`src/store_pkg.sv`:
```
`default_nettype none

package store_pkg;

    ////////////////////////////////////////
    // Result memory geometry
    localparam int NUM_CHAN       = 2;  // Peer channels sharing the store
    localparam int SLOTS_PER_CHAN = 4;  // Ring of records per channel
    localparam int SLOT_W         = 2;  // Slot index bits
    localparam int ADDR_W         = 3;  // {channel, slot}
    localparam int LEN_W          = 16; // Frame byte count

    ////////////////////////////////////////
    // Per-channel FSM
    typedef enum logic [1:0] {
        CH_IDLE   = 2'd0, // Waiting for a sof word
        CH_FRAME  = 2'd1, // Inside a frame
        CH_SETTLE = 2'd2, // Engine output flop catching up
        CH_POST   = 2'd3  // Record captured, requesting the store
    } chan_state_e;

endpackage : store_pkg

`default_nettype wire

```
`src/crc_pkg.sv`:
```
`default_nettype none

package crc_pkg;

    ////////////////////////////////////////
    // Data path widths
    localparam int DATA_W = 32;         // Input word width
    localparam int BYTES  = DATA_W / 8; // Byte lanes per word
    localparam int CRC_W  = 32;         // Checksum width

    ////////////////////////////////////////
    // Ethernet CRC-32, reflected form

    // Normal (MSB first) form of the generator
    localparam logic [CRC_W-1:0] CRC_POLY    = 32'h04C1_1DB7;
    localparam logic [CRC_W-1:0] CRC_INIT    = 32'hFFFF_FFFF; // Preset all ones
    localparam logic [CRC_W-1:0] CRC_XOR_OUT = 32'hFFFF_FFFF; // Final inversion

    // Bit order of each input byte is swapped before the LFSR
    localparam logic REFLECT_IN  = 1'b1;
    // Whole register is swapped on the way out
    localparam logic REFLECT_OUT = 1'b1;

endpackage : crc_pkg

`default_nettype wire
```
`src/crc_subsys_top.sv`:
```
`timescale 1ns/1ns
`default_nettype none

module crc_subsys_top (
    input  wire logic                           i_clk,
    input  wire logic                           i_rst_n,
    input  wire logic [store_pkg::NUM_CHAN-1:0] i_valid,
    input  wire logic [store_pkg::NUM_CHAN-1:0] i_sof,
    input  wire logic [store_pkg::NUM_CHAN-1:0] i_eof,
    input  wire logic [crc_pkg::BYTES-1:0]      i_be_0,
    input  wire logic [crc_pkg::BYTES-1:0]      i_be_1,
    input  wire logic [crc_pkg::DATA_W-1:0]     i_data_0,
    input  wire logic [crc_pkg::DATA_W-1:0]     i_data_1,
    output logic      [store_pkg::NUM_CHAN-1:0] o_ready,
    input  wire logic                           i_rd_en,
    input  wire logic [store_pkg::ADDR_W-1:0]   i_rd_addr,
    output logic      [crc_pkg::CRC_W-1:0]      o_rd_crc,
    output logic      [store_pkg::LEN_W-1:0]    o_rd_len
);

    ////////////////////////////////////////
    // Channel to engine
    logic [store_pkg::NUM_CHAN-1:0] first;
    logic [store_pkg::NUM_CHAN-1:0] load;
    logic [crc_pkg::BYTES-1:0]      sel_0, sel_1;
    logic [crc_pkg::CRC_W-1:0]      crc_0, crc_1;   // Engine results

    ////////////////////////////////////////
    // Channel to arbiter
    logic [store_pkg::NUM_CHAN-1:0] req;
    logic [store_pkg::NUM_CHAN-1:0] gnt;
    logic [store_pkg::SLOT_W-1:0]   addr_0, addr_1;
    logic [crc_pkg::CRC_W-1:0]      rec_crc_0, rec_crc_1;
    logic [store_pkg::LEN_W-1:0]    rec_len_0, rec_len_1;

    // Arbiter to store
    logic                           wr_en;
    logic [store_pkg::ADDR_W-1:0]   wr_addr;
    logic [crc_pkg::CRC_W-1:0]      wr_crc;
    logic [store_pkg::LEN_W-1:0]    wr_len;

    crc_channel u_chan_0 (
        .i_clk (i_clk), .i_rst_n (i_rst_n),
        .i_valid (i_valid[0]), .i_sof (i_sof[0]), .i_eof (i_eof[0]),
        .i_be (i_be_0), .i_crc (crc_0), .i_gnt (gnt[0]),
        .o_ready (o_ready[0]), .o_first (first[0]), .o_load (load[0]),
        .o_cascade_sel (sel_0), .o_req (req[0]), .o_addr (addr_0),
        .o_rec_crc (rec_crc_0), .o_rec_len (rec_len_0)
    );

    crc_channel u_chan_1 (
        .i_clk (i_clk), .i_rst_n (i_rst_n),
        .i_valid (i_valid[1]), .i_sof (i_sof[1]), .i_eof (i_eof[1]),
        .i_be (i_be_1), .i_crc (crc_1), .i_gnt (gnt[1]),
        .o_ready (o_ready[1]), .o_first (first[1]), .o_load (load[1]),
        .o_cascade_sel (sel_1), .o_req (req[1]), .o_addr (addr_1),
        .o_rec_crc (rec_crc_1), .o_rec_len (rec_len_1)
    );

    // Data words go straight to the engines
    crc_engine u_engine_0 (
        .i_clk (i_clk), .i_rst_n (i_rst_n),
        .i_first (first[0]), .i_load (load[0]),
        .i_cascade_sel (sel_0), .i_data (i_data_0), .o_crc (crc_0)
    );

    crc_engine u_engine_1 (
        .i_clk (i_clk), .i_rst_n (i_rst_n),
        .i_first (first[1]), .i_load (load[1]),
        .i_cascade_sel (sel_1), .i_data (i_data_1), .o_crc (crc_1)
    );

    result_arbiter u_arb (
        .i_clk (i_clk), .i_rst_n (i_rst_n), .i_req (req),
        .i_addr_0 (addr_0), .i_addr_1 (addr_1),
        .i_crc_0 (rec_crc_0), .i_crc_1 (rec_crc_1),
        .i_len_0 (rec_len_0), .i_len_1 (rec_len_1),
        .o_gnt (gnt), .o_wr_en (wr_en), .o_wr_addr (wr_addr),
        .o_wr_crc (wr_crc), .o_wr_len (wr_len)
    );

    result_store u_store (
        .i_clk (i_clk), .i_rst_n (i_rst_n),
        .i_wr_en (wr_en), .i_wr_addr (wr_addr), .i_wr_crc (wr_crc), .i_wr_len (wr_len),
        .i_rd_en (i_rd_en), .i_rd_addr (i_rd_addr),
        .o_rd_crc (o_rd_crc), .o_rd_len (o_rd_len)
    );

endmodule : crc_subsys_top

`default_nettype wire

```
`src/result_store.sv`:
```
`timescale 1ns/1ns
`default_nettype none

module result_store (
    input  wire logic                         i_clk,
    input  wire logic                         i_rst_n,
    input  wire logic                         i_wr_en,
    input  wire logic [store_pkg::ADDR_W-1:0] i_wr_addr,
    input  wire logic [crc_pkg::CRC_W-1:0]    i_wr_crc,
    input  wire logic [store_pkg::LEN_W-1:0]  i_wr_len,
    input  wire logic                         i_rd_en,
    input  wire logic [store_pkg::ADDR_W-1:0] i_rd_addr,
    output logic      [crc_pkg::CRC_W-1:0]    o_rd_crc,
    output logic      [store_pkg::LEN_W-1:0]  o_rd_len
);

    logic [crc_pkg::CRC_W-1:0]   mem_crc [store_pkg::NUM_CHAN*store_pkg::SLOTS_PER_CHAN];
    logic [store_pkg::LEN_W-1:0] mem_len [store_pkg::NUM_CHAN*store_pkg::SLOTS_PER_CHAN];
    logic [store_pkg::NUM_CHAN*store_pkg::SLOTS_PER_CHAN-1:0] written_q; // Entry holds a record

    // Record array, contents undefined until written
    always_ff @(posedge i_clk) begin
        if (i_wr_en) begin
            mem_crc[i_wr_addr] <= i_wr_crc;
            mem_len[i_wr_addr] <= i_wr_len;
        end
    end

    always_ff @(posedge i_clk or negedge i_rst_n) begin
        if (!i_rst_n) begin
            written_q <= '0;
        end else if (i_wr_en) begin
            written_q[i_wr_addr] <= 1'b1;
        end
    end

    ////////////////////////////////////////
    // Host read, one cycle latency
    always_ff @(posedge i_clk or negedge i_rst_n) begin
        if (!i_rst_n) begin
            o_rd_crc <= '0;
            o_rd_len <= '0;
        end else if (i_rd_en) begin
            if (written_q[i_rd_addr]) begin
                o_rd_crc <= mem_crc[i_rd_addr];
                o_rd_len <= mem_len[i_rd_addr];
            end else begin
                o_rd_crc <= '0; // Empty slot reads as zero
                o_rd_len <= '0;
            end
        end
    end

endmodule : result_store

`default_nettype wire

```
`src/result_arbiter.sv`:
```
`timescale 1ns/1ns
`default_nettype none

module result_arbiter (
    input  wire logic                           i_clk,
    input  wire logic                           i_rst_n,
    input  wire logic [store_pkg::NUM_CHAN-1:0] i_req,
    input  wire logic [store_pkg::SLOT_W-1:0]   i_addr_0,
    input  wire logic [store_pkg::SLOT_W-1:0]   i_addr_1,
    input  wire logic [crc_pkg::CRC_W-1:0]      i_crc_0,
    input  wire logic [crc_pkg::CRC_W-1:0]      i_crc_1,
    input  wire logic [store_pkg::LEN_W-1:0]    i_len_0,
    input  wire logic [store_pkg::LEN_W-1:0]    i_len_1,
    output logic      [store_pkg::NUM_CHAN-1:0] o_gnt,
    output logic                                o_wr_en,
    output logic      [store_pkg::ADDR_W-1:0]   o_wr_addr,
    output logic      [crc_pkg::CRC_W-1:0]      o_wr_crc,
    output logic      [store_pkg::LEN_W-1:0]    o_wr_len
);

    logic last_q;   // Channel granted most recently
    logic gnt_idx;  // Channel granted now

    // Combinational round robin
    always_comb begin
        case (i_req)
            2'b01:   o_gnt = 2'b01;
            2'b10:   o_gnt = 2'b10;
            2'b11:   o_gnt = last_q ? 2'b01 : 2'b10; // Skip last winner
            default: o_gnt = 2'b00;
        endcase
    end

    assign gnt_idx = o_gnt[1];
    assign o_wr_en = |o_gnt;

    ////////////////////////////////////////
    // Write port steering
    assign o_wr_addr = {gnt_idx, gnt_idx ? i_addr_1 : i_addr_0}; // Channel, then slot
    assign o_wr_crc  = gnt_idx ? i_crc_1 : i_crc_0;
    assign o_wr_len  = gnt_idx ? i_len_1 : i_len_0;

    always_ff @(posedge i_clk or negedge i_rst_n) begin
        if (!i_rst_n) begin
            last_q <= 1'b1; // Channel 0 wins the first tie
        end else if (o_wr_en) begin
            last_q <= gnt_idx;
        end
    end

endmodule : result_arbiter

`default_nettype wire

```
`src/crc_channel.sv`:
```
`timescale 1ns/1ns
`default_nettype none

module crc_channel (
    input  wire logic                         i_clk,
    input  wire logic                         i_rst_n,
    input  wire logic                         i_valid,
    input  wire logic                         i_sof,
    input  wire logic                         i_eof,
    input  wire logic [crc_pkg::BYTES-1:0]    i_be,          // Contiguous from lane 0
    input  wire logic [crc_pkg::CRC_W-1:0]    i_crc,         // From engine output flop
    input  wire logic                         i_gnt,         // Store write this edge
    output logic                              o_ready,
    output logic                              o_first,
    output logic                              o_load,
    output logic      [crc_pkg::BYTES-1:0]    o_cascade_sel,
    output logic                              o_req,
    output logic      [store_pkg::SLOT_W-1:0] o_addr,        // Write slot in the ring
    output logic      [crc_pkg::CRC_W-1:0]    o_rec_crc,
    output logic      [store_pkg::LEN_W-1:0]  o_rec_len
);

    store_pkg::chan_state_e        state_q;
    logic [store_pkg::SLOT_W-1:0]  slot_q;     // Next slot to fill
    logic [store_pkg::LEN_W-1:0]   len_q;      // Bytes so far in frame
    logic [store_pkg::LEN_W-1:0]   word_bytes; // Bytes in the current word
    logic                          accept;

    // Source may only drive while taking words
    assign o_ready = (state_q == store_pkg::CH_IDLE) || (state_q == store_pkg::CH_FRAME);

    // Stray words outside a frame are dropped
    assign accept = i_valid && o_ready && (i_sof || state_q == store_pkg::CH_FRAME);

    assign o_load  = accept;
    assign o_first = accept && i_sof;

    ////////////////////////////////////////
    // Byte enable decode
    always_comb begin
        for (int i = 0; i < crc_pkg::BYTES - 1; i++) begin
            o_cascade_sel[i] = i_be[i] && !i_be[i+1]; // Top of the enabled run
        end
        o_cascade_sel[crc_pkg::BYTES-1] = i_be[crc_pkg::BYTES-1];
    end

    always_comb begin
        word_bytes = '0;
        for (int i = 0; i < crc_pkg::BYTES; i++) begin
            if (i_be[i]) begin
                word_bytes = word_bytes + 1'b1;
            end
        end
    end

    ////////////////////////////////////////
    // Frame FSM
    always_ff @(posedge i_clk or negedge i_rst_n) begin
        if (!i_rst_n) begin
            state_q <= store_pkg::CH_IDLE;
            len_q   <= '0;
            o_req   <= 1'b0;
            slot_q  <= '0;
        end else begin
            case (state_q)
                store_pkg::CH_IDLE, store_pkg::CH_FRAME: begin
                    if (accept) begin
                        len_q   <= i_sof ? word_bytes : len_q + word_bytes; // sof restarts
                        state_q <= i_eof ? store_pkg::CH_SETTLE : store_pkg::CH_FRAME;
                    end
                end
                store_pkg::CH_SETTLE: begin
                    state_q <= store_pkg::CH_POST; // Engine flop valid next edge
                end
                store_pkg::CH_POST: begin
                    if (!o_req) begin
                        o_req <= 1'b1;            // CRC captured this edge
                    end else if (i_gnt) begin
                        o_req   <= 1'b0;
                        state_q <= store_pkg::CH_IDLE;
                        if (int'(slot_q) == store_pkg::SLOTS_PER_CHAN - 1) begin
                            slot_q <= '0;         // Ring wrap
                        end else begin
                            slot_q <= slot_q + 1'b1;
                        end
                    end
                end
                default: state_q <= store_pkg::CH_IDLE;
            endcase
        end
    end

    // Record payload, held until granted
    always_ff @(posedge i_clk) begin
        if (state_q == store_pkg::CH_POST && !o_req) begin
            o_rec_crc <= i_crc;
        end
    end

    assign o_rec_len = len_q;  // Frozen while not accepting
    assign o_addr    = slot_q;

endmodule : crc_channel

`default_nettype wire

```
`src/crc_engine.sv`:
```
`timescale 1ns/1ns
`default_nettype none

module crc_engine (
    input  wire logic                       i_clk,
    input  wire logic                       i_rst_n,
    input  wire logic                       i_first,       // Seed chain from CRC_INIT
    input  wire logic                       i_load,        // Word accepted
    input  wire logic [crc_pkg::BYTES-1:0]  i_cascade_sel, // One-hot, highest live byte
    input  wire logic [crc_pkg::DATA_W-1:0] i_data,        // Little-endian word
    output logic      [crc_pkg::CRC_W-1:0]  o_crc
);

    logic [crc_pkg::CRC_W-1:0] crc_q;                       // Running register
    logic [7:0]                blk [crc_pkg::BYTES];        // Per-lane bytes
    logic [crc_pkg::CRC_W-1:0] tap [crc_pkg::BYTES+1];      // tap[0] is the chain seed
    logic [crc_pkg::CRC_W-1:0] sel_crc;                     // Chosen chain output
    logic [crc_pkg::CRC_W-1:0] crc_out;                     // Reflected register
    logic [crc_pkg::CRC_W-1:0] crc_fin;                     // After final XOR

    ////////////////////////////////////////
    // Input byte ordering
    generate
        for (genvar i = 0; i < crc_pkg::BYTES; i++) begin : g_lane
            if (crc_pkg::REFLECT_IN) begin : g_refl
                for (genvar j = 0; j < 8; j++) begin : g_bit
                    assign blk[i][j] = i_data[i*8 + 7 - j]; // Swap bits in byte
                end
            end else begin : g_direct
                assign blk[i] = i_data[i*8 +: 8];
            end
        end
    endgenerate

    ////////////////////////////////////////
    // Byte cascade, lane 0 first
    assign tap[0] = i_first ? crc_pkg::CRC_INIT : crc_q; // New frame restarts

    generate
        for (genvar i = 0; i < crc_pkg::BYTES; i++) begin : g_chain
            crc_byte_step u_step (
                .i_crc_in  (tap[i]),
                .i_byte    (blk[i]),
                .o_crc_out (tap[i+1])
            );
        end
    endgenerate

    // Pick the stage after the last enabled byte
    always_comb begin
        sel_crc = crc_q; // No lane marked, hold
        for (int i = 0; i < crc_pkg::BYTES; i++) begin
            if (i_cascade_sel[i]) begin
                sel_crc = tap[i+1];
            end
        end
    end

    always_ff @(posedge i_clk or negedge i_rst_n) begin
        if (!i_rst_n) begin
            crc_q <= '0;
        end else if (i_load) begin
            crc_q <= sel_crc; // One word per load
        end
    end

    ////////////////////////////////////////
    // Output path
    generate
        if (crc_pkg::REFLECT_OUT) begin : g_refl_out
            for (genvar k = 0; k < crc_pkg::CRC_W; k++) begin : g_bit
                assign crc_out[k] = crc_q[crc_pkg::CRC_W - 1 - k];
            end
        end else begin : g_direct_out
            assign crc_out = crc_q;
        end
    endgenerate

    assign crc_fin = crc_out ^ crc_pkg::CRC_XOR_OUT;

    // One edge behind the running register
    always_ff @(posedge i_clk or negedge i_rst_n) begin
        if (!i_rst_n) begin
            o_crc <= '0;
        end else begin
            o_crc <= crc_fin;
        end
    end

endmodule : crc_engine

`default_nettype wire

```
`src/crc_byte_step.sv`:
```
`timescale 1ns/1ns
`default_nettype none

// One byte through the CRC LFSR, eight shifts unrolled
module crc_byte_step (
    input  wire logic [crc_pkg::CRC_W-1:0] i_crc_in,
    input  wire logic [7:0]                i_byte,   // Already bit-reflected
    output logic      [crc_pkg::CRC_W-1:0] o_crc_out
);

    always_comb begin : p_step
        logic [crc_pkg::CRC_W-1:0] crc_v;
        logic                      fb;

        crc_v = i_crc_in;
        fb    = 1'b0;
        // MSB of the reflected byte is the first bit on the wire
        for (int b = 7; b >= 0; b--) begin
            fb    = crc_v[crc_pkg::CRC_W-1] ^ i_byte[b]; // Feedback tap
            crc_v = {crc_v[crc_pkg::CRC_W-2:0], 1'b0};    // Shift up
            if (fb) begin
                crc_v = crc_v ^ crc_pkg::CRC_POLY;        // Fold in generator
            end
        end
        o_crc_out = crc_v;
    end

endmodule : crc_byte_step

`default_nettype wire

```
`config.mk`:
```
export PLATFORM = sky130hd
export DESIGN_NAME = crc_subsys_top
export DESIGN_NICKNAME = d
export VERILOG_FILES = /design/src/store_pkg.sv /design/src/crc_pkg.sv /design/src/crc_subsys_top.sv /design/src/result_store.sv /design/src/result_arbiter.sv /design/src/crc_channel.sv /design/src/crc_engine.sv /design/src/crc_byte_step.sv
export SDC_FILE = /design/constraint.sdc
export NUM_CORES = 1
export LEC_CHECK = 0
export BUFFER_PORTS_ARGS = -buffer_cell sky130_fd_sc_hd__buf_4
export CAP_MARGIN = 20
export CORE_AREA = 2 2 377 417
export CTS_BUF_LIST = sky130_fd_sc_hd__clkbuf_16
export DETAILED_ROUTE_END_ITERATION = 10
export DIE_AREA = 0 0 379 419
export PLACE_DENSITY_LB_ADDON = 0.1
export SLEW_MARGIN = 10
export SYNTH_ARGS = -nofsm -noshare
export SYNTH_HDL_FRONTEND = slang
export SYNTH_SLANG_ARGS = --single-unit
```
`constraint.sdc`:
```
create_clock -name i_clk -period 5.6 [get_ports i_clk]
set_input_delay 0.28 -clock i_clk [delete_from_list [all_inputs] [get_ports i_clk]]
set_output_delay 0.28 -clock i_clk [all_outputs]
set_load 0.005 [all_outputs]
```
Word level (Yosys, flattened, before mapping). Memory sizes are Yosys's and may differ from the RTL's. Index checks and enable logic that the tools add are counted.

$add $sub $neg: 10. Magnitude comparators: 3. Eq/ne operators: 17. Mux-type cells: 113. Bitwise gates (word level): 131. Reduce and logical (&&, ||, !) cells: 42.

Operators by type and width (count): $mux 27 (64); $not 14->14 (64); $mux 32 (12); $mux 16 (10); $add 16x1->16 const B (4); $not 32->32 (2); $xor 1x1->1 (64); $add 16x16->16 (2); $mux 2 (12); $pmux 2 s3 (3); $logic_and 1x1->1 (15); $eq 2x2->1 const B (6); $reduce_and 3->1 (4); $eq 2x1->1 const B (5); $mux 1 (10); $logic_not 1->1 (8); $lt 3x4->1 const B (2); $ne 2x1->1 const B (4); $or 8x8->8 (1); $reduce_and 2->1 (4); $reduce_bool 4->1 (2); $reduce_or 2->1 (3); $add 1x1->2 const B (2); $add 2x1->2 const B (2); other kinds (6) (11).

Register bits: 291. Memory bits (writable): 384. Input port bits: 84. Memories kept: 2.

Memory list: u_store.mem_crc (depth 8, bits a word 32, rd ports 1, clocked after memory_dff 0, write ports 1, line result_store.sv:17) `logic [crc_pkg::CRC_W-1:0] mem_crc [store_pkg::NUM_CHAN*store_pkg::SLOTS_PER_CHAN];`; u_store.mem_len (depth 8, bits a word 16, rd ports 1, clocked after memory_dff 0, write ports 1, line result_store.sv:18) `logic [store_pkg::LEN_W-1:0] mem_len [store_pkg::NUM_CHAN*store_pkg::SLOTS_PER_CHAN];`.

Longest topological paths before layout. Gate-level depths: netlist (run 1).

Depth in word-level cells: 71. Mapped depth: 17. Gate-level depth less buffers: 13.

By module. Synthesis (run 1) repeated with hierarchy kept, for this count alone.

Cells, all modules: 2419. Area, all modules: 37028.0 µm².

By module, submodules not included: result_store (times used 1, cells an instance 752, area an instance 16768.6 µm², seq. area each 12932.4 µm²); crc_byte_step (times used 8, cells an instance 64, area an instance 997.2 µm², seq. area each 0.0 µm²); crc_engine (times used 2, cells an instance 350, area an instance 3342.0 µm², seq. area each 1601.5 µm²); crc_channel (times used 2, cells an instance 196, area an instance 2453.6 µm², seq. area each 1486.4 µm²); result_arbiter (times used 1, cells an instance 63, area an instance 690.7 µm², seq. area each 26.3 µm²).

Least setup slack after synthesis (run 1). Ideal clock, no wire load.

Path type: flip-flop to flip-flop. Start point: register u_chan_0.o_req. End point: register u_store.written_q[4] (netlist name). Setup time: 0.086 ns. Arrival time: 4.881 ns. Setup slack: 0.632 ns. Stages on the path, launching flop included: 4. Path buffers: 0. Period minus slack after synthesis: 4.968 ns. Cells stage by stage: dfrtp_1 -> a21boi_1 -> nor3b_1 -> or2_2.

Cells in the longest elaborated chain, start to end: 8.

RTL lines: start, declared (line crc_channel.sv:17) `output logic o_req,`; start signal, assigned (line crc_channel.sv:62) `o_req <= 1'b0;`; start signal, assigned (line crc_channel.sv:77) `o_req <= 1'b1;`; start signal, assigned (line crc_channel.sv:79) `o_req <= 1'b0;`; $eq 2x2->1 or $eq 2x1->1 (tied branches) (line result_arbiter.sv:26) `case (i_req)`; $pmux 2 s3 (*) (line result_arbiter.sv:26); $mux 2 (line result_arbiter.sv:39) `assign o_wr_addr = {gnt_idx, gnt_idx ? i_addr_1 : i_addr_0};`; $lt 3x4->1 (implied by the code) or $ge 3x1->1 (tied branches) (line result_store.sv:33) `written_q[i_wr_addr] <= 1'b1;`; $logic_and 1x1->1 (implied by the code) (line result_store.sv:33); $mux 1 (implied by the code) (line result_store.sv:33); $demux 1 s3; $or 8x8->8 (no line); end signal, assigned (line result_store.sv:31) `written_q <= '0;`; end signal, assigned by index (line result_store.sv:33); end, declared (line result_store.sv:19) `logic [store_pkg::NUM_CHAN*store_pkg::SLOTS_PER_CHAN-1:0] written_q;`.

Every way passes the cells marked *; elsewhere a longest branch is shown, timed or not. A chain may end at the register's enable or synchronous reset.

Worst setup path after layout (run 1).
Start point: register u_chan_1.state_q[1]. End point: register u_engine_1.crc_q[28] (netlist name).

Cells in the longest elaborated chain, start to end: 48.

RTL lines: start, declared (line crc_channel.sv:23) `store_pkg::chan_state_e state_q;`; start signal, assigned (line crc_channel.sv:60) `state_q <= store_pkg::CH_IDLE;`; start signal, assigned (line crc_channel.sv:69) `state_q <= i_eof ? store_pkg::CH_SETTLE : store_pkg::CH_FRAME;`; start signal, assigned (line crc_channel.sv:73) `state_q <= store_pkg::CH_POST;`; $eq 2x1->1 or $logic_not 2->1 (tied branches) (line crc_channel.sv:30, crc_channel.sv:33); $logic_or 1x1->1 (line crc_channel.sv:30) `assign o_ready = (state_q == store_pkg::CH_IDLE) || (state_q == store_pkg::CH_FRAME);`; $logic_and 1x1->1 (line crc_channel.sv:33) `assign accept = i_valid && o_ready && (i_sof || state_q == store_pkg::CH_FRAME);`; $logic_and 1x1->1 (*) (line crc_channel.sv:33); $logic_and 1x1->1 (line crc_channel.sv:36) `assign o_first = accept && i_sof;`; $mux 32 (line crc_engine.sv:37) `assign tap[0] = i_first ? crc_pkg::CRC_INIT : crc_q;`; $xor 1x1->1 (line crc_byte_step.sv:19) `fb = crc_v[crc_pkg::CRC_W-1] ^ i_byte[b];`; $mux 27 (line crc_byte_step.sv:21) `if (fb) begin`; [... 25 more ...]; $mux 27 (6 in a row) (line crc_byte_step.sv:21); $not 14->14 (no line); $mux 27 (line crc_byte_step.sv:21); $not 14->14 (no line); $mux 27 (3 in a row) (line crc_byte_step.sv:21); $not 14->14 (no line); $mux 27 (line crc_byte_step.sv:21); $mux 32 (line crc_engine.sv:53) `if (i_cascade_sel[i]) begin`; end signal, assigned (line crc_engine.sv:63) `crc_q <= sel_crc;`; end, declared (line crc_engine.sv:14) `logic [crc_pkg::CRC_W-1:0] crc_q;`.

Every way passes the cells marked *; elsewhere a longest branch is shown, timed or not. The select of a mux whose other input is x is not followed.

==> results of run 1 <==
[layout by cell type, fill, tap and decap left out, types with 71 or more instances in the layout]
cell type	Yosys	routed
edfxtp_1	448	448
xnor2_1	382	382
dfrtp_1	226	226
buf_4	7	220
nor2_1	180	174
xor2_1	155	154
inv_1	125	145
mux4_2	98	98
a21oi_1	97	97
clkbuf_16	0	82
nand2_1	72	71
[worst min-delay path by stage]
stage	startpoint	to	slack, ps	cells past startpoint
final	i_sof[1]	u_chan_1.o_rec_len[0]$_DFFE_PN0P_	90	3
after global routing	i_sof[1]	u_chan_1.o_rec_len[0]$_DFFE_PN0P_	80	3
after CTS	i_sof[1]	u_chan_1.o_rec_len[0]$_DFFE_PN0P_	40	3
after detailed placement	i_rst_n	u_store.o_rd_crc[14]$_DFFE_PN0P_	370	1
after global placement	i_rst_n	u_store.o_rd_crc[13]$_DFFE_PN0P_	370	1
after floorplan	i_rst_n	u_chan_0.o_addr[0]$_DFFE_PN0P_	-20	0
[area by class of cell]
| type | count | area (um^2) | area share (%) |
|---|---|---|---|
| Clock inverter | 66 | 472 | 1.13 |
| Antenna cell | 1 | 2.50 | 0.00597 |
| Timing Repair Buffer | 232 | 1830 | 4.36 |
| Inverter | 127 | 477 | 1.14 |
| Sequential cell | 675 | 19100 | 45.7 |
| Tap cell | 2079 | 2600 | 6.21 |
| Multi-Input combinational cell | 1592 | 15300 | 36.6 |
| Clock buffer | 82 | 2050 | 4.90 |
[sequential cells by signal, summed over array words and instances, names as in the netlist, 32 cells and up]
name	count
u_chan_0.o_rec_crc	32
u_chan_1.o_rec_crc	32
u_engine_0.crc_q	32
u_engine_0.o_crc	32
u_engine_1.crc_q	32
u_engine_1.o_crc	32
u_store.mem_crc	256
u_store.mem_len	128
u_store.o_rd_crc	32
[through the flow]
step | util [%] | cells | setup WS [ps]
2_1_floorplan | - | 2512 | 632
3_3_place_gp | 25.4 | 4699 | 110
3_5_place_dp | 25.4 | 4699 | 212
4_1_cts | 27.0 | 4852 | 199
5_1_grt | 27.1 | 4853 | 93.9
6_report | 27.1 | 4854 | 414
[worst register-to-register path, cell delays in order (launching register included)]
cell and delay (ps):
dfrtp_1 370, and3b_2 500, buf_4 260, nor2_1 70
xnor2_1 370, xnor3_1 410, xnor2_1 230, xnor2_2 610
xnor3_1 690, xnor2_2 410, xor2_2 330, xnor3_1 500
a21oi_1 230, nand2_1 80, o21ai_0 80
[repair_timing]
item	4_1_cts	5_1_grt
endpoints found under the setup margin	0	4
gates resized for setup	0	1
endpoints found under the hold margin	93	0
hold buffers	5	0
[cell families (layout without fill, tap and decap cells)]
| kind of cell | Yosys count | count (layout) | synth area share [%] |
|---|---|---|---|
| AO/OA/AOI/OAI | 340 | 340 | 6.16 |
| XOR/XNOR | 684 | 684 | 22.4 |
| adder cells (fa/ha/maj) | 20 | 20 | 0.750 |
| buffers and inverters | 245 | 507 | 2.73 |
| flip-flops | 675 | 675 | 54.1 |
| multiplexers | 210 | 210 | 9.61 |
| other | 1 | 3 | 0.0106 |
| AND/OR/NAND/NOR | 336 | 336 | 4.18 |
[per-layer routing]
layer | routed length [um] | share of wire, %
met3 | 3480 | 3.0
met4 | 3690 | 3.2
met2 | 57200 | 49
met5 | 22 | 0.019
met1 | 52100 | 45
==> metrics.txt, run 1 <==
status=complete, no violations; top cells by area, synth=edfxtp_1, dfrtp_1, xnor2_1; Tot GR Track Use=between 10% and 20%; Synth Instances=2511; layout cell share with drive strength beyond 1=~22%; CTS sink count=~680; Setup crit start=u_chan_1.state_q[1]$_DFFE_PN0P_; die area=0.159 mm^2; initial antenna violation count=3; Async SR Flop Fraction=around a third; CP dominant cell by count=xnor3_1; cell area after placement=just under 0.04 mm^2; pin count of the biggest net entering global routing=approximately 140; Setup crit start kind=flop; WHS=~88 ps; Main synth FF type=edfxtp_1; fillcell total=approximately 16k; Crit Path Class=flop to flop; Slew headroom=between 30% and 40%; sequential share of the synthesized area=54.1%; Final Net Count=2812; final setup skew=between 15 and 20 ps; number of flops mapped to enable cells by yosys=about 450; Worst Path Max Fanout=14; Critical path buffers and inverters=1; period utilization=just over 90%; yosys warns=0; postcts setup bufs=0; critical path depth=14; Die Ht=419 um; end of the worst register-to-register path=u_engine_1.crc_q[28]$_DFFE_PN0P_; mean post-synth cell area=14.1 um^2; Initial Utilization=22.8%; final setup vio count=0; leading area contributor after synthesis=edfxtp_1; IO Count=between 100 and 150; Post-DP HPWL=roughly 84 mm; drt wl/cell=~24 um; Worst-path clk slew=around 60 ps; count leader, synth=edfxtp_1; top post-synthesis cells by count=edfxtp_1, xnor2_1, dfrtp_1; unique cell type count in the Yosys netlist=65; final instance area=0.0419 mm^2; Worst-Margin Slew=around 1000 ps; kind of cell adding the most delay to the critical path=XOR/XNOR gates; Core Box Area=0.155 mm^2; worst reg2reg path startpoint=u_chan_1.state_q[1]$_DFFE_PN0P_; Root Buffer=clkbuf_16; met2 usage=about a quarter; GRT overflow=0; CTS max path bufs=3; Tmin final=between 5000 and 6000 ps; M3 GR Usage=1.78%; RSZ-0062 raised after global routing=no; ANT nets after route=0; via count=approximately 21k; Synth Cell Area=about 0.035 mm^2; Fin. Hold Viols=0; crit-path cells=and3b_2, buf_4, nor2_1, xnor2_1, xnor3_1, xnor2_1, xnor2_2, xnor3_1, xnor2_2, xor2_2, xnor3_1, a21oi_1, nand2_1, o21ai_0; DRT Wirelength=approximately 120 mm; met1 usage=19.3%; Worst setup EP type=flop; post-synth top area share=approximately two fifths; max-cap viol count=0; CTS tree=built; worst skew pair latency=between 600 and 700 ps; FP Rows=152; fin. max-slew vios=0; Worst EP required=around 6000 ps; R2R setup slack=410 ps; Hold WC Path Type=primary input to flop; CP max-delay cell=xnor3_1; number of cells on the worst reg-to-reg path=14; CTS H-tree lvls=3; setup_tns=0 ps; flops & latches, synth=675; routed vias/inst=approximately 4.2; Num CTS Buffers=80; drt drc=0; first-pass GRT wire length=around 170 mm; gr busiest metal=met2; gp weighted congestion=0.844; Die W=379 um; Initial DRT Pass Iterations=5; vias in the first global route=22.2k; Fmax achieved=0.193 GHz; Worst Setup EP=u_engine_1.crc_q[28]$_DFFE_PN0P_; Area growth, synth to finish=18.5%; I/O Buffers=between 100 and 150; WP data arrival=about 5700 ps; Largest stage delay, worst path=slightly below 700 ps; initial drt markers=around 1.1k
Power of run 1 is not shown: default switching activity piles up to over one toggle a cycle in this logic, so the estimate is an artifact.
==> inputs of run 2 (changes only) <==
BUFFER_PORTS_ARGS = not set   (was -buffer_cell sky130_fd_sc_hd__buf_4)
DONT_BUFFER_PORTS = 1   (was not set)
RECOVER_POWER = 50   (was not set)
==> run 2 against run 1 <==
  * The run now ends with capacitance limit, slew limit left
  * Design area down 2.4%
  * Final cell count down 2.6%
  * First-iteration DRC count up 18%
  * Clock-buffer cell count up 2
  * Core utilization down 0.64 points
  * Critical path depth up 2
  * Global-route usage up 0.17 points
  * Worst hold slack worse by 61 ps
  * Setup slack worse by 280 ps
  * Fmax down 5.1%
  * Wire length up 0.73%
  * Largest cell class unchanged
  * Highest routed layer unchanged
==> metrics.txt, run 2 (synthesis gave the netlist of run 1 again) <==
status=finished, violations left; violated checks=capacitance limit, slew limit; Initial DRT Pass Iterations=5 (unchanged); Slew headroom=-120% (-150 points); I/O Buffers=0 (-100%); Tot GR Track Use=14.8% (+0.17 points); hold depth=3 (unchanged); fillcell total=16.0k (+0.43%); Worst EP required=6160 ps (about the same); Root Buffer=clkbuf_16; fin util=26.4% (-0.64 points); die area=0.159 mm^2 (unchanged); Worst-path clk slew=60 ps (about the same); vias in the first global route=21.9k (-0.96%); pre-CTS WS=105 ps (-107 ps); Area growth, synth to finish=15.7%; IO Count=134 (unchanged); Worst Path Max Fanout=13 (-1); initial antenna violation count=6 (+3); setup_tns=0 ps (unchanged); number of cells on the worst reg-to-reg path=16 (+2); WP data arrival=6030 ps (+290 ps); final worst setup slack=137 ps (-278 ps); FP Rows=152 (unchanged); Final Net Count=2684 (-4.6%); gp weighted congestion=0.842 (-0.24%); ANT nets after route=0 (unchanged); initial drt markers=1294 (+18%); period utilization=97.6% (+5.0 points); final setup skew=32.4 ps (+13.7 ps); Crit Path Class=flop to flop; largest registers=u_store.mem_crc: 256 flops, u_store.mem_len: 128 flops; Fin. Hold Viols=0 (unchanged); Worst-Margin Slew=3290 ps (+2300 ps); CTS tree=built; Die W=379 um (unchanged); CTS max path bufs=3 (unchanged); Num CTS Buffers=80 (unchanged); Top reg by flops=u_store.mem_crc; Tmin final=5460 ps (+278 ps); Post-DP HPWL=81.7 mm (-2.6%); commonest cells after routing, fill and taps aside=edfxtp_1, xnor2_1, dfrtp_1; pin count of the biggest net entering global routing=228 (+65%); GRT overflow=0 (unchanged); drt wl/cell=24.8 um (+3.4%); Fmax achieved=0.183 GHz (-5.1%); RSZ-0062 raised after global routing=yes; postcts setup bufs=0 (unchanged); Worst setup EP type=flop; Placed Instances=4553 (-3.1%); first-pass GRT wire length=168 mm (+0.70%); CTS H-tree lvls=3 (unchanged); max-cap viol count=13 (+13); Die Ht=419 um (unchanged); DRT Wirelength=117 mm (+0.73%); Initial Utilization=22.8% (unchanged); CTS sink count=675 (unchanged); most common cell after layout, fill and taps aside=edfxtp_1; Hold WC Path Type=primary input to flop; worst skew pair latency=620 ps (about the same); via count=20.2k (-1.7%); Core Box Area=0.155 mm^2 (unchanged); fin. max-slew vios=557 (+557); non-filler cells, final=4727 (-2.6%); number of flip-flops in the largest register=256 (unchanged); routed vias/inst=4.28 (+0.98%); Setup crit start kind=flop; final setup vio count=0 (unchanged); drt drc=0 (unchanged); layout cell share with drive strength beyond 1=16.4% (-5.3 points)
run 2: cell types whose count changed in the layout (fill, tap and decap cells not counted), moves of 5 or more:
cell	change
clkinv_1	+11
clkinv_2	-9
dlygate4sd3_1	+13
clkbuf_1	+9
nor2_4	-6
nor2_1	+5
buf_4	-151
run 2: what timing repair did:
item	4_1_cts	5_1_grt
hold buffers	22	0
setup endpoints to repair	0	13
endpoints found under the hold margin	340	0
gates resized for setup	0	3
run 2: area by class of cell:
cell class,count,area (um^2),share of cell area (%)
timing repair buffer,104,835,2.04
tap,2079,2600,6.36
antenna,3,7.51,0.0184
inverter,127,477,1.17
clock buffer,84,2100,5.14
clock inverter,63,473,1.16
multi-input combinational,1592,15300,37.4
sequential,675,19100,46.8
run 2: path summary, 6_finish.rpt:
check                                                    to                       startpoint  slack [ps]
min in group asynchronous  u_store.o_rd_crc[16]$_DFFE_PN0P_                          i_rst_n        1170
hold / removal             u_store.o_rd_len[11]$_DFFE_PN0P_                     i_rd_addr[1]          30
hold reg to reg            u_chan_0.o_rec_crc[21]$_DFFE_PP_   u_engine_0.o_crc[21]$_DFF_PN0_         410
setup / recovery            u_engine_1.crc_q[8]$_DFFE_PN0P_  u_chan_1.state_q[1]$_DFFE_PN0P_         140
max in group asynchronous    u_chan_0.o_addr[1]$_DFFE_PN0P_                          i_rst_n        1150
setup reg to reg            u_engine_1.crc_q[8]$_DFFE_PN0P_  u_chan_1.state_q[1]$_DFFE_PN0P_         140
run 2: through the flow:
step	cell area, um^2	hold WS (ps)
finish	40900	26.8
global route	40900	12.5
CTS	41000	0.426
detailed placement	38200	-3.07
global placement	38200	-3.72
floorplan	35400	-15.6
run 2: metal layers:
metal	GRT usage (%)	vias up	wire length, um
li1	-	9136	-
met1	19.5	10500	52100
met2	25.2	421	58200
met3	2.04	133	4150
met4	4.04	2	2840
met5	0	-	10
run 2: critical path: stages, from the launching register on:
cell,delay [ps]
dfrtp_1,370
and3b_4,470
buf_4,210
nor2_4,60
xnor2_4,310
buf_4,230
xor3_1,430
xor2_1,270
xnor3_1,390
xnor2_2,310
xor3_1,570
xnor2_4,350
xnor3_1,440
xor2_1,150
nand2_1,70
a31oi_1,190
dlygate4sd3_1,560
Power of run 2 is left out for the same reason.
